**src/hdl/pwmPkg.sv**
```systemverilog
/*
  Shared widths and types for the PWM player.
  The command word layout is tied to dutyWidth = 8 and cmdWidth = 16.
  Duty commands carry the burst marker in word bit 14.
*/
`default_nettype none

package pwmPkg;

	// --------------------------------------------------
	// Widths and limits
	// --------------------------------------------------
	localparam int dutyWidth     = 8;	// Duty resolution
	localparam int intervalWidth = 15;	// Clock enable divider
	localparam int cmdWidth      = 16;	// Host command word
	localparam int burstFlagBit  = 6;	// Bit 14 of the word, inside reserved

	// Top of the duty counter
	localparam logic [dutyWidth-1:0] dutyMax = '1;

	// --------------------------------------------------
	// Host command word
	// --------------------------------------------------
	// Kind bit is always word bit 15
	typedef enum logic
	{
		kindDuty     = 1'b0,	// Sample for the FIFO
		kindInterval = 1'b1	// New PWM time base
	} cmdKind_e;

	typedef struct packed
	{
		cmdKind_e                          kind;
		logic [cmdWidth-dutyWidth-2:0]     reserved;	// Only the burst bit is read
		logic [dutyWidth-1:0]              duty;
	} dutyCmd_s;

	typedef struct packed
	{
		cmdKind_e                          kind;
		logic [intervalWidth-1:0]          interval;	// Divider reload value
	} intervalCmd_s;

	// Same 16 bits, two readings selected by kind
	typedef union packed
	{
		dutyCmd_s                          dutyView;
		intervalCmd_s                      intervalView;
	} pwmCmd_u;

	// --------------------------------------------------
	// FIFO payload
	// --------------------------------------------------
	typedef struct packed
	{
		logic                              lastOfBurst;	// Marks end of a host burst
		logic [dutyWidth-1:0]              duty;
	} dutySample_s;

endpackage

`default_nettype wire

```
**src/hdl/ckeGenerator.sv**
```systemverilog
/*
  One-cycle clock enable every (interval + 1) clocks.
  A new interval is picked up only at the next wrap.
  Held at zero while enable is low; first cke comes on the first enabled cycle.
*/
`default_nettype none

module ckeGenerator
(
	input  wire logic                             iClk,
	input  wire logic                             rstN,
	input  wire logic                             enable,	// Level, clears divider when low
	input  wire logic [pwmPkg::intervalWidth-1:0] interval,
	output logic                                  cke
);

	import pwmPkg::*;

	logic [intervalWidth-1:0] divCnt;	// Down counter

	// Wrap when the count runs out
	assign cke = enable && (divCnt == '0);

	always_ff @(posedge iClk or negedge rstN)
	begin
		if (!rstN)
		begin
			divCnt <= '0;
		end
		else if (!enable)
		begin
			divCnt <= '0;	// Hold at zero while disabled
		end
		else if (cke)
		begin
			divCnt <= interval;	// Reload at wrap only
		end
		else
		begin
			divCnt <= divCnt - 1'b1;
		end
	end

endmodule

`default_nettype wire

```
**src/hdl/dutyFifo.sv**
```systemverilog
/*
  First-word fall-through FIFO for duty samples.
  pFifoDepth must be a power of two and at least 2.
  Writes into a full FIFO are lost and flagged on dropped.
*/
`default_nettype none

module dutyFifo #(
	parameter int pFifoDepth = 8
)
(
	input  wire logic                iClk,
	input  wire logic                rstN,
	input  wire logic                wrEn,
	input  wire pwmPkg::dutySample_s wrData,
	input  wire logic                popEn,	// Advance read side
	output pwmPkg::dutySample_s      rdData,	// Valid whenever not empty
	output logic                     empty,
	output logic                     full,
	output logic                     dropped	// One pulse per lost write
);

	import pwmPkg::*;

	localparam int addrWidth = $clog2(pFifoDepth);

	// --------------------------------------------------
	// Storage and pointers
	// --------------------------------------------------
	dutySample_s          mem [pFifoDepth];
	logic [addrWidth:0]   wrPtr;	// MSB is the wrap bit
	logic [addrWidth:0]   rdPtr;
	logic                 doWrite;
	logic                 doPop;

	// Same address, wrap bits apart means full
	assign empty = (wrPtr == rdPtr);
	assign full  = (wrPtr[addrWidth] != rdPtr[addrWidth]) &&
		(wrPtr[addrWidth-1:0] == rdPtr[addrWidth-1:0]);

	assign doWrite = wrEn && !full;
	assign doPop   = popEn && !empty;	// Guard against stray pops
	assign dropped = wrEn && full;

	// Head of queue straight from the array
	assign rdData = mem[rdPtr[addrWidth-1:0]];

	always_ff @(posedge iClk)
	begin
		if (doWrite)
		begin
			mem[wrPtr[addrWidth-1:0]] <= wrData;
		end
	end

	// --------------------------------------------------
	// Pointer update
	// --------------------------------------------------
	always_ff @(posedge iClk or negedge rstN)
	begin
		if (!rstN)
		begin
			wrPtr <= '0;
			rdPtr <= '0;
		end
		else
		begin
			if (doWrite)
			begin
				wrPtr <= wrPtr + 1'b1;
			end
			if (doPop)
			begin
				rdPtr <= rdPtr + 1'b1;
			end
		end
	end

endmodule

`default_nettype wire

```
**src/hdl/dutyGenerator.sv**
```systemverilog
/*
  PWM core with one 8-bit duty sweep per period.
  Output is high while duty < counter, so high time is (255 - duty) steps.
  A new sample is taken at each period end; an empty FIFO repeats the last duty.
*/
`default_nettype none

module dutyGenerator
(
	input  wire logic                             iClk,
	input  wire logic                             rstN,
	input  wire logic                             enable,
	input  wire logic [pwmPkg::intervalWidth-1:0] interval,
	input  wire pwmPkg::dutySample_s              rdData,	// FIFO head
	input  wire logic                             empty,
	output logic                                  popEn,
	output logic                                  pwm,
	output logic                                  cycleDone,	// End of period pulse
	output logic                                  burstEnd
);

	import pwmPkg::*;

	// --------------------------------------------------
	// Time base
	// --------------------------------------------------
	logic                 cke;
	logic [dutyWidth-1:0] dutyCnt;	// Step within the period
	logic [dutyWidth-1:0] duty;	// Sample now playing
	logic                 periodEnd;

	ckeGenerator ckeGen
	(
		.iClk     (iClk),
		.rstN     (rstN),
		.enable   (enable),
		.interval (interval),
		.cke      (cke)
	);

	// Last step of the sweep is finishing
	assign periodEnd = cke && (dutyCnt == dutyMax);

	// Fetch next sample in the cycle after the wrap
	assign popEn = cycleDone && !empty;

	always_ff @(posedge iClk or negedge rstN)
	begin
		if (!rstN)
		begin
			dutyCnt <= '0;
		end
		else if (!enable)
		begin
			dutyCnt <= '0;
		end
		else if (cke)
		begin
			dutyCnt <= dutyCnt + 1'b1;	// Wraps 255 -> 0
		end
	end

	// --------------------------------------------------
	// Registered outputs and duty update
	// --------------------------------------------------
	always_ff @(posedge iClk or negedge rstN)
	begin
		if (!rstN)
		begin
			pwm       <= 1'b0;
			cycleDone <= 1'b0;
			burstEnd  <= 1'b0;
			duty      <= '0;
		end
		else
		begin
			pwm       <= enable && (duty < dutyCnt);	// Low at counter zero
			cycleDone <= periodEnd;
			burstEnd  <= popEn && rdData.lastOfBurst;	// Marked sample starts
			if (popEn)
			begin
				duty <= rdData.duty;	// Counter already at zero here
			end
		end
	end

endmodule

`default_nettype wire

```
**src/hdl/pwmCmdDecoder.sv**
```systemverilog
/*
  Splits host command words into FIFO writes and interval updates.
  iCmd is sampled only on the iCmdValid strobe.
  Both outputs change one clock after the strobe.
*/
`default_nettype none

module pwmCmdDecoder
(
	input  wire logic                             iClk,
	input  wire logic                             rstN,
	input  wire logic                             iCmdValid,	// One-cycle strobe
	input  wire pwmPkg::pwmCmd_u                  iCmd,
	output logic                                  wrEn,	// FIFO write strobe
	output pwmPkg::dutySample_s                   wrData,
	output logic [pwmPkg::intervalWidth-1:0]      interval	// Level to divider
);

	import pwmPkg::*;

	// --------------------------------------------------
	// Command classification
	// --------------------------------------------------
	cmdKind_e cmdKind;
	logic     isDutyCmd;
	logic     isIntervalCmd;

	// Kind bit is shared by both views
	assign cmdKind       = iCmd.dutyView.kind;
	assign isDutyCmd     = iCmdValid && (cmdKind == kindDuty);
	assign isIntervalCmd = iCmdValid && (cmdKind == kindInterval);

	// --------------------------------------------------
	// Control registers
	// --------------------------------------------------
	always_ff @(posedge iClk or negedge rstN)
	begin
		if (!rstN)
		begin
			wrEn     <= 1'b0;
			interval <= '0;	// Fastest time base after reset
		end
		else
		begin
			wrEn <= isDutyCmd;	// Single pulse per duty command
			if (isIntervalCmd)
			begin
				interval <= iCmd.intervalView.interval;
			end
		end
	end

	// --------------------------------------------------
	// Sample payload
	// --------------------------------------------------
	always_ff @(posedge iClk)
	begin
		if (isDutyCmd)
		begin
			wrData.duty        <= iCmd.dutyView.duty;
			wrData.lastOfBurst <= iCmd.dutyView.reserved[burstFlagBit];	// Word bit 14
		end
	end

endmodule

`default_nettype wire

```
**src/hdl/pwmPlayerTop.sv**
```systemverilog
/*
  PWM sample player. Host command decoder feeds a duty FIFO
  that the PWM generator drains once per period.
  oDropped pulses for each duty command lost to a full FIFO.
*/
`default_nettype none

module pwmPlayerTop #(
	parameter int pFifoDepth = 8	// Power of two
)
(
	input  wire logic            iClk,
	input  wire logic            rstN,
	input  wire logic            iEnable,	// Level, PWM runs while high
	input  wire logic            iCmdValid,
	input  wire pwmPkg::pwmCmd_u iCmd,
	output logic                 oPwm,
	output logic                 oCycleDone,
	output logic                 oBurstEnd,
	output logic                 oFifoFull,
	output logic                 oDropped
);

	import pwmPkg::*;

	// --------------------------------------------------
	// Internal links
	// --------------------------------------------------
	logic                     wrEn;	// Decoder to FIFO
	dutySample_s              wrData;
	logic [intervalWidth-1:0] interval;	// Decoder to generator
	logic                     popEn;	// Generator to FIFO
	dutySample_s              rdData;
	logic                     fifoEmpty;

	pwmCmdDecoder cmdDecoder
	(
		.iClk      (iClk),
		.rstN      (rstN),
		.iCmdValid (iCmdValid),
		.iCmd      (iCmd),
		.wrEn      (wrEn),
		.wrData    (wrData),
		.interval  (interval)
	);

	dutyFifo #(
		.pFifoDepth (pFifoDepth)
	) sampleFifo
	(
		.iClk    (iClk),
		.rstN    (rstN),
		.wrEn    (wrEn),
		.wrData  (wrData),
		.popEn   (popEn),
		.rdData  (rdData),
		.empty   (fifoEmpty),
		.full    (oFifoFull),
		.dropped (oDropped)
	);

	dutyGenerator pwmGen
	(
		.iClk      (iClk),
		.rstN      (rstN),
		.enable    (iEnable),
		.interval  (interval),
		.rdData    (rdData),
		.empty     (fifoEmpty),
		.popEn     (popEn),
		.pwm       (oPwm),
		.cycleDone (oCycleDone),
		.burstEnd  (oBurstEnd)
	);

endmodule

`default_nettype wire

```
**config.mk**
```make
export PLATFORM = sky130hd
export DESIGN_NAME = pwmPlayerTop
export DESIGN_NICKNAME = d
export VERILOG_FILES = /design/src/hdl/pwmPkg.sv /design/src/hdl/ckeGenerator.sv /design/src/hdl/dutyFifo.sv /design/src/hdl/dutyGenerator.sv /design/src/hdl/pwmCmdDecoder.sv /design/src/hdl/pwmPlayerTop.sv
export SDC_FILE = /design/constraint.sdc
export NUM_CORES = 1
export LEC_CHECK = 0
export CAP_MARGIN = 0
export CELL_PAD_IN_SITES_DETAIL_PLACEMENT = 0
export CELL_PAD_IN_SITES_GLOBAL_PLACEMENT = 1
export CORE_ASPECT_RATIO = 1.5
export CORE_MARGIN = 3
export CORE_UTILIZATION = 60
export CTS_BUF_LIST = sky130_fd_sc_hd__clkbuf_8
export DETAILED_ROUTE_END_ITERATION = 6
export DONT_BUFFER_PORTS = 1
export GPL_TIMING_DRIVEN = 0
export PLACE_DENSITY = 0.89
export SYNTH_ARGS = -nofsm -noshare
export SYNTH_HDL_FRONTEND = slang
export SYNTH_SLANG_ARGS = --single-unit
```
**constraint.sdc**
```tcl
create_clock -name iClk -period 5.5 [get_ports iClk]
set_input_delay 0.275 -clock iClk [delete_from_list [all_inputs] [get_ports iClk]]
set_output_delay 0.275 -clock iClk [all_outputs]
set_load 0.02 [all_outputs]
```
# After elaboration in Yosys (flattened, before gate mapping)
# Memories as Yosys holds them, arrays and structs flattened.
# Index checks and enable logic that the tools add are counted.
[word_totals]
register_bits = 67
latch_bits = 0
mem_bits_rw = 72
rom_bits = 0
input_bits = 20
output_inout_bits = 5
word_cells = 44
memories = 1
[memory_table]
columns = ["memory", "words", "word_bits", "rd", "rd_ports_with_merged_regs", "wr", "line_no", "source"]
rows = [
  ["sampleFifo.mem", 8, 9, 1, 0, 1, "dutyFifo.sv:30", "dutySample_s mem [pFifoDepth];"],
]
[classes]
n_addsub = 4
n_mul = 0
div_mod_pow = 0
magnitude_cmp = 1
eq_ne = 5
shifts = 0
mux = 6
n_bitwise = 1
n_reduce_logical = 14
[ops]
columns = ["cell", "count"]
rows = [
  ["15-bit 2-to-1 mux", 2],
  ["8-bit 2-to-1 mux", 2],
  ["15-bit zero test", 1],
  ["15-bit by 1-bit subtractor with 15-bit output, second input constant", 1],
  ["1-bit logical AND", 11],
  ["4-bit by 1-bit adder with 4-bit output, second input constant", 2],
  ["8-bit by 1-bit adder with 8-bit output, second input constant", 1],
  ["8-bit == test, second input constant", 1],
  ["8-bit less-than comparator", 1],
  ["4-bit == test", 1],
  ["3-bit == test", 1],
  ["1-bit zero test", 2],
  ["1-bit 2-to-1 mux", 2],
  ["2-bit by 1-bit inequality test with 1-bit output, second input constant", 1],
  ["1-bit inequality test", 1],
  ["1-bit inverter", 1],
]

# Longest topological paths before layout
[depth]
ltp_word = 6
depth_mapped = 7
depth_no_buf = 6

# Hierarchy
# From an unflattened synthesis, not the netlist that was laid out.
[hier_totals]
hier_cells = 380
hier_area_um2 = 6060.8
[by_module_without_submodules]
columns = ["mod", "instances", "cells_each", "area_per_inst_um2", "seq_area_each_um2"]
rows = [
  ["dutyFifo", 1, 162, 3323.2, 2362.3],
  ["dutyGenerator", 1, 84, 948.4, 475.5],
  ["pwmCmdDecoder", 1, 43, 902.1, 670.6],
  ["ckeGenerator", 1, 91, 887.1, 375.4],
]

# Least setup slack after synthesis
# No wires, ideal clock.
[synth_path]
path_kind = "reg2reg"
from = "register sampleFifo.wrPtr[1]"
to = "memory sampleFifo.mem[5][0] (netlist bit) (enable)"
setup_time_ps = 389
arrival_time_ps = 1971
t_required_ps = 5111
setup_slack_ps = 3141
stages_incl_launch_ff = 6
n_path_buf = 1
period_less_slack_ps = 2359
cell_sequence = "dfrtp_1 buf_2 xor2_2 o41ai_4 or2_1 nor3b_1"
[synth_between]
elab_chain_cells = 6
[synth_lines]
columns = ["item", "line_no", "source"]
rows = [
  ["start: declaration", "dutyFifo.sv:31", "logic [addrWidth:0] wrPtr;"],
  ["start signal: assignment", "dutyFifo.sv:70", "wrPtr <= wrPtr + 1'b1;"],
  ["3-bit == test", "dutyFifo.sv:39", "(wrPtr[addrWidth-1:0] == rdPtr[addrWidth-1:0]);"],
  ["1-bit logical AND", "dutyFifo.sv:38", "assign full = (wrPtr[addrWidth] != rdPtr[addrWidth]) &&"],
  ["1-bit zero test", "dutyFifo.sv:41", "assign doWrite = wrEn && !full;"],
  ["1-bit logical AND", "dutyFifo.sv:41", ""],
  ["1-bit 2-to-1 mux", "dutyFifo.sv:50", "if (doWrite)"],
  ["1-bit 2-to-1 mux (implied by the code)", "dutyFifo.sv:52", "mem[wrPtr[addrWidth-1:0]] <= wrData;"],
  ["end: declaration", "dutyFifo.sv:30", ""],
]
# Several ways; a longest one is shown, not always the timed one.

# Worst setup path in the final report
[layout_path]
from = "register sampleFifo.wrPtr[1]"
to = "output port oDropped"
[layout_between]
elab_chain_cells = 3
[layout_lines]
columns = ["item", "line_no", "source"]
rows = [
  ["3-bit == test", "dutyFifo.sv:39", ""],
  ["1-bit logical AND", "dutyFifo.sv:38", ""],
  ["named net oFifoFull", "pwmPlayerTop.sv:20", "output logic oFifoFull,"],
  ["1-bit logical AND", "dutyFifo.sv:43", "assign dropped = wrEn && full;"],
  ["end: declaration", "pwmPlayerTop.sv:21", "output logic oDropped"],
]
# The timed path passes the listed nets, and every way through them passes these cells.

==> flow_metrics.tcl <==
set metrics [dict create \
    status "finished clean" \
    hold_violations 0 \
    die_y_um 128.4 \
    ys_types 51 \
    combPwrFrac_pct 22.9 \
    setup_slack_ns 2.821 \
    r2r-end "sampleFifo.mem[2][4]" \
    seqPwrFrac_pct 47.6 \
    critPathLaunchType "flop" \
    fillers 651 \
    synth_seq_cells 139 \
    cts_buffers 17 \
    wl_per_cell_um 21.40 \
    rows 44 \
    finalNetCount 460 \
    first_pass_iters 4 \
    tritoncts "yes" \
    clk_path_buf_depth 2 \
    fin_worst_skew_ns 0.01377 \
    antenna_cells 0 \
    cts_resized 0 \
    max_freq_mhz 373.2 \
    synthArstFlopShare_pct 41.73 \
    drive_gt1_share_pct 21.09 \
    grt_overflow 0 \
    root_buffer "clkbuf_8" \
    routed_wl_um 11900 \
    final_max_slew_viol_count 0 \
    track_usage_pct 23.24 \
    syn_area_um2 5992 \
    hold_path_class "primary input to flop" \
    critPathArrivalTime_ns 2.40 \
    post_dp_cell_area_um2 6166 \
    synthCells 392 \
    cp_data_required_time_ns 5.22 \
    place_hpwl_um 8178 \
    drcViolationCount 0 \
    synth_area_per_cell_um2 15.29 \
    critPathLaunch "sampleFifo.wrPtr[1]" \
    num_vias 3404 \
    worstHoldStart "iEnable" \
    first_global_vias 3551 \
    core_area_um2 9689 \
    viasPerCell 6.122 \
    synth_fp_nets 424 \
    tns_ns 0 \
    p_int_mw 1.885 \
    maxCapViolCount 0 \
    seqCellArea_um2 3884 \
    fin_area_um2 6763 \
    ioPinCount 25 \
    antenna_found_initial 0 \
    swShare_pct 32.65 \
    dieArea_um2 11250 \
    area_delta_synth_final_pct 12.86 \
    worst_pin_slew_ns 1.075 \
    critPathMaxFanout 9 \
    ctsHtreeMaxLevel 4 \
    initial_core_util_pct 61.84 \
    cts.sinks 139 \
    power.leakage_nw 2.461 \
    power_density_nw_per_um2 413.8 \
    io_buffers 0 \
    multi_input_area_um2 1999 \
    ys.flop_type "edfxtp_1" \
    r2r_setup_slack_ns 2.96 \
    synth_warnings 0 \
    fin_crit_sh_pct 48.71 \
    yosysSeqAreaShare_pct 64.82 \
    cts_setup_buffers 0 \
    critical_path_class "flop to output port" \
    worstSetupEndpoint "oDropped" \
    grt_setup_unrepaired "no" \
    die_width_um 87.60 \
    grt_max_degree 59 \
    reg2reg_from "sampleFifo.wrPtr[1]" \
    preCtsSetupSlack_ns 2.923 \
    clkTransAtPathRegs_ns 0.07 \
    drt_iter0_drc 228 \
    reg2regPathDepth 5 \
    synth_edf_count 81 \
    power_switching_mw 0.9139 \
    clk_latency_ns 0.44 \
    end_kind "output port" \
    post-route-min-period_ns 2.679 \
    gp_congestion 0.8374 \
    clockPowerShare_pct 29.5 \
    irDropWorstVdd_mv 0.3278 \
    setup_viol 0 \
    grt_first_pass_wirelength_um 18710 \
    final_antenna_net_count 0 \
    maxSlewHeadroom_pct 27.92 \
]
==> sequential cells by signal (all words and copies together), names as in the netlist <==
signal,count
pwmGen.dutyCnt,8
cmdDecoder.interval,15
pwmGen.pwm,1
pwmGen.burstEnd,1
pwmGen.ckeGen.divCnt,15
cmdDecoder.wrData,9
sampleFifo.wrPtr,4
pwmGen.cycleDone,1
pwmGen.duty,8
cmdDecoder.wrEn,1
sampleFifo.mem,72
sampleFifo.rdPtr,4
==> how the worst min path moves through the flow <==
| stage | to | slack, ns | cells after the start |
|---|---|---|---|
| final | pwmGen.ckeGen.divCnt[12] | 0.08 | 3 |
| after global routing | pwmGen.ckeGen.divCnt[12] | 0.08 | 3 |
| after CTS | pwmGen.ckeGen.divCnt[12] | 0.06 | 3 |
| after detailed placement | pwmGen.pwm | -0.02 | 0 |
| after global placement | pwmGen.pwm | -0.02 | 0 |
| after floorplan | cmdDecoder.interval[0] | -0.02 | 0 |
==> cells by family after synthesis <==
| kind of cell | synth area share (%) |
|---|---|
| buffers and inverters | 2.318 |
| flip-flops | 64.82 |
| AO/OA/AOI/OAI | 6.431 |
| multiplexers | 12.13 |
| AND/OR/NAND/NOR | 8.916 |
| adder cells (fa/ha/maj) | 2.506 |
| XOR/XNOR | 2.882 |
==> timing repair <==
action,CTS,global route
setup endpoints to repair,0,0
hold buffers,17,0
hold endpoints to repair,82,0
==> power by group through the flow <==
| stage | combinational [mW] | clock (mW) | sequential, mW |
|---|---|---|---|
| global placement | 0.587 | 0 | 1.34 |
| detailed placement | 0.614 | 0 | 1.35 |
| CTS | 0.638 | 0.840 | 1.33 |
| finish | 0.640 | 0.826 | 1.33 |
| floorplan | 0.469 | 0 | 1.32 |
| global route | 0.700 | 0.889 | 1.34 |
==> metal layers <==
layer	vias up	share of wire [%]	global-route usage, %
met2	109	54	39.74
li1	1571	-	-
met4	0	3.3	10.12
met5	-	0	0
met3	27	4.7	6.086
met1	1697	38	27.40
==> layout by cell type, fill, tap and decap left out, drive strengths merged, types with 3 or more instances in the layout <==
cell	synthesis	routed
edfxtp	81	81
dfrtp	58	58
nand2	30	30
clkbuf	8	26
inv	15	20
mux4	18	18
mux2	17	17
dlygate4sd3	0	16
mux2i	13	13
xor2	13	13
ha	12	12
o21ai	12	12
nor3	12	12
a21oi	11	11
nor2	9	9
o31ai	9	9
buf	8	9
nand3	8	8
nor4	8	8
clkinv	0	7
nor3b	6	6
o311ai	5	5
xnor2	5	5
a211oi	5	5
nand2b	4	4
nand4	3	3
o41ai	3	3
==> Yosys cell counts (3+ instances only) <==
library cell / n / area share [%]
o21ai_1: 9 / 0.75
o31ai_1: 9 / 1.1
clkbuf_1: 8 / 0.50
o311ai_1: 5 / 0.73
buf_4: 3 / 0.38
a211oi_1: 5 / 0.63
buf_2: 3 / 0.25
a21oi_1: 11 / 0.92
xor2_1: 11 / 1.6
mux2i_1: 13 / 2.2
nor3_1: 10 / 0.84
nand3_1: 7 / 0.58
xnor2_1: 5 / 0.73
mux2_2: 15 / 2.8
nor3b_1: 6 / 0.75
nor2_1: 9 / 0.56
edfxtp_1: 81 / 41
ha_1: 12 / 2.5
nand2_1: 28 / 1.8
nor4_1: 5 / 0.52
o21ai_0: 3 / 0.25
mux4_2: 18 / 6.8
nand4_1: 3 / 0.31
nand2b_1: 4 / 0.42
inv_1: 15 / 0.94
dfrtp_1: 58 / 24
==> area by class of cell <==
class	count	share of cell area [%]
clock inverters	14	2.387
repair buffers	17	2.775
flip-flops and latches	139	57.43
multi-input cells	222	29.57
clock buffers	18	3.663
plain buffers	16	1.221
well taps	115	2.128
inverters	15	0.8326
==> metrics by stage <==
step                      power (mW)  hold WS [ns]  instances  utilization [%]
after floorplan                1.791      -0.02059        392                -
after global placement         1.929      -0.01797        507            63.33
after detailed placement       1.965      -0.01825        507            63.64
after CTS                      2.808       0.06098        556            69.80
after global routing           2.931       0.08262        556            69.80
final                          2.799       0.07968        556            69.80
==> worst max-delay path: stages (launching register included) <==
cell and delay (ns):
dfrtp_1 0.38, buf_2 0.20, xor2_2 0.23, nor4_1 0.81, and2_1 0.35
No activity file was read; power rests on OpenSTA's default activity.
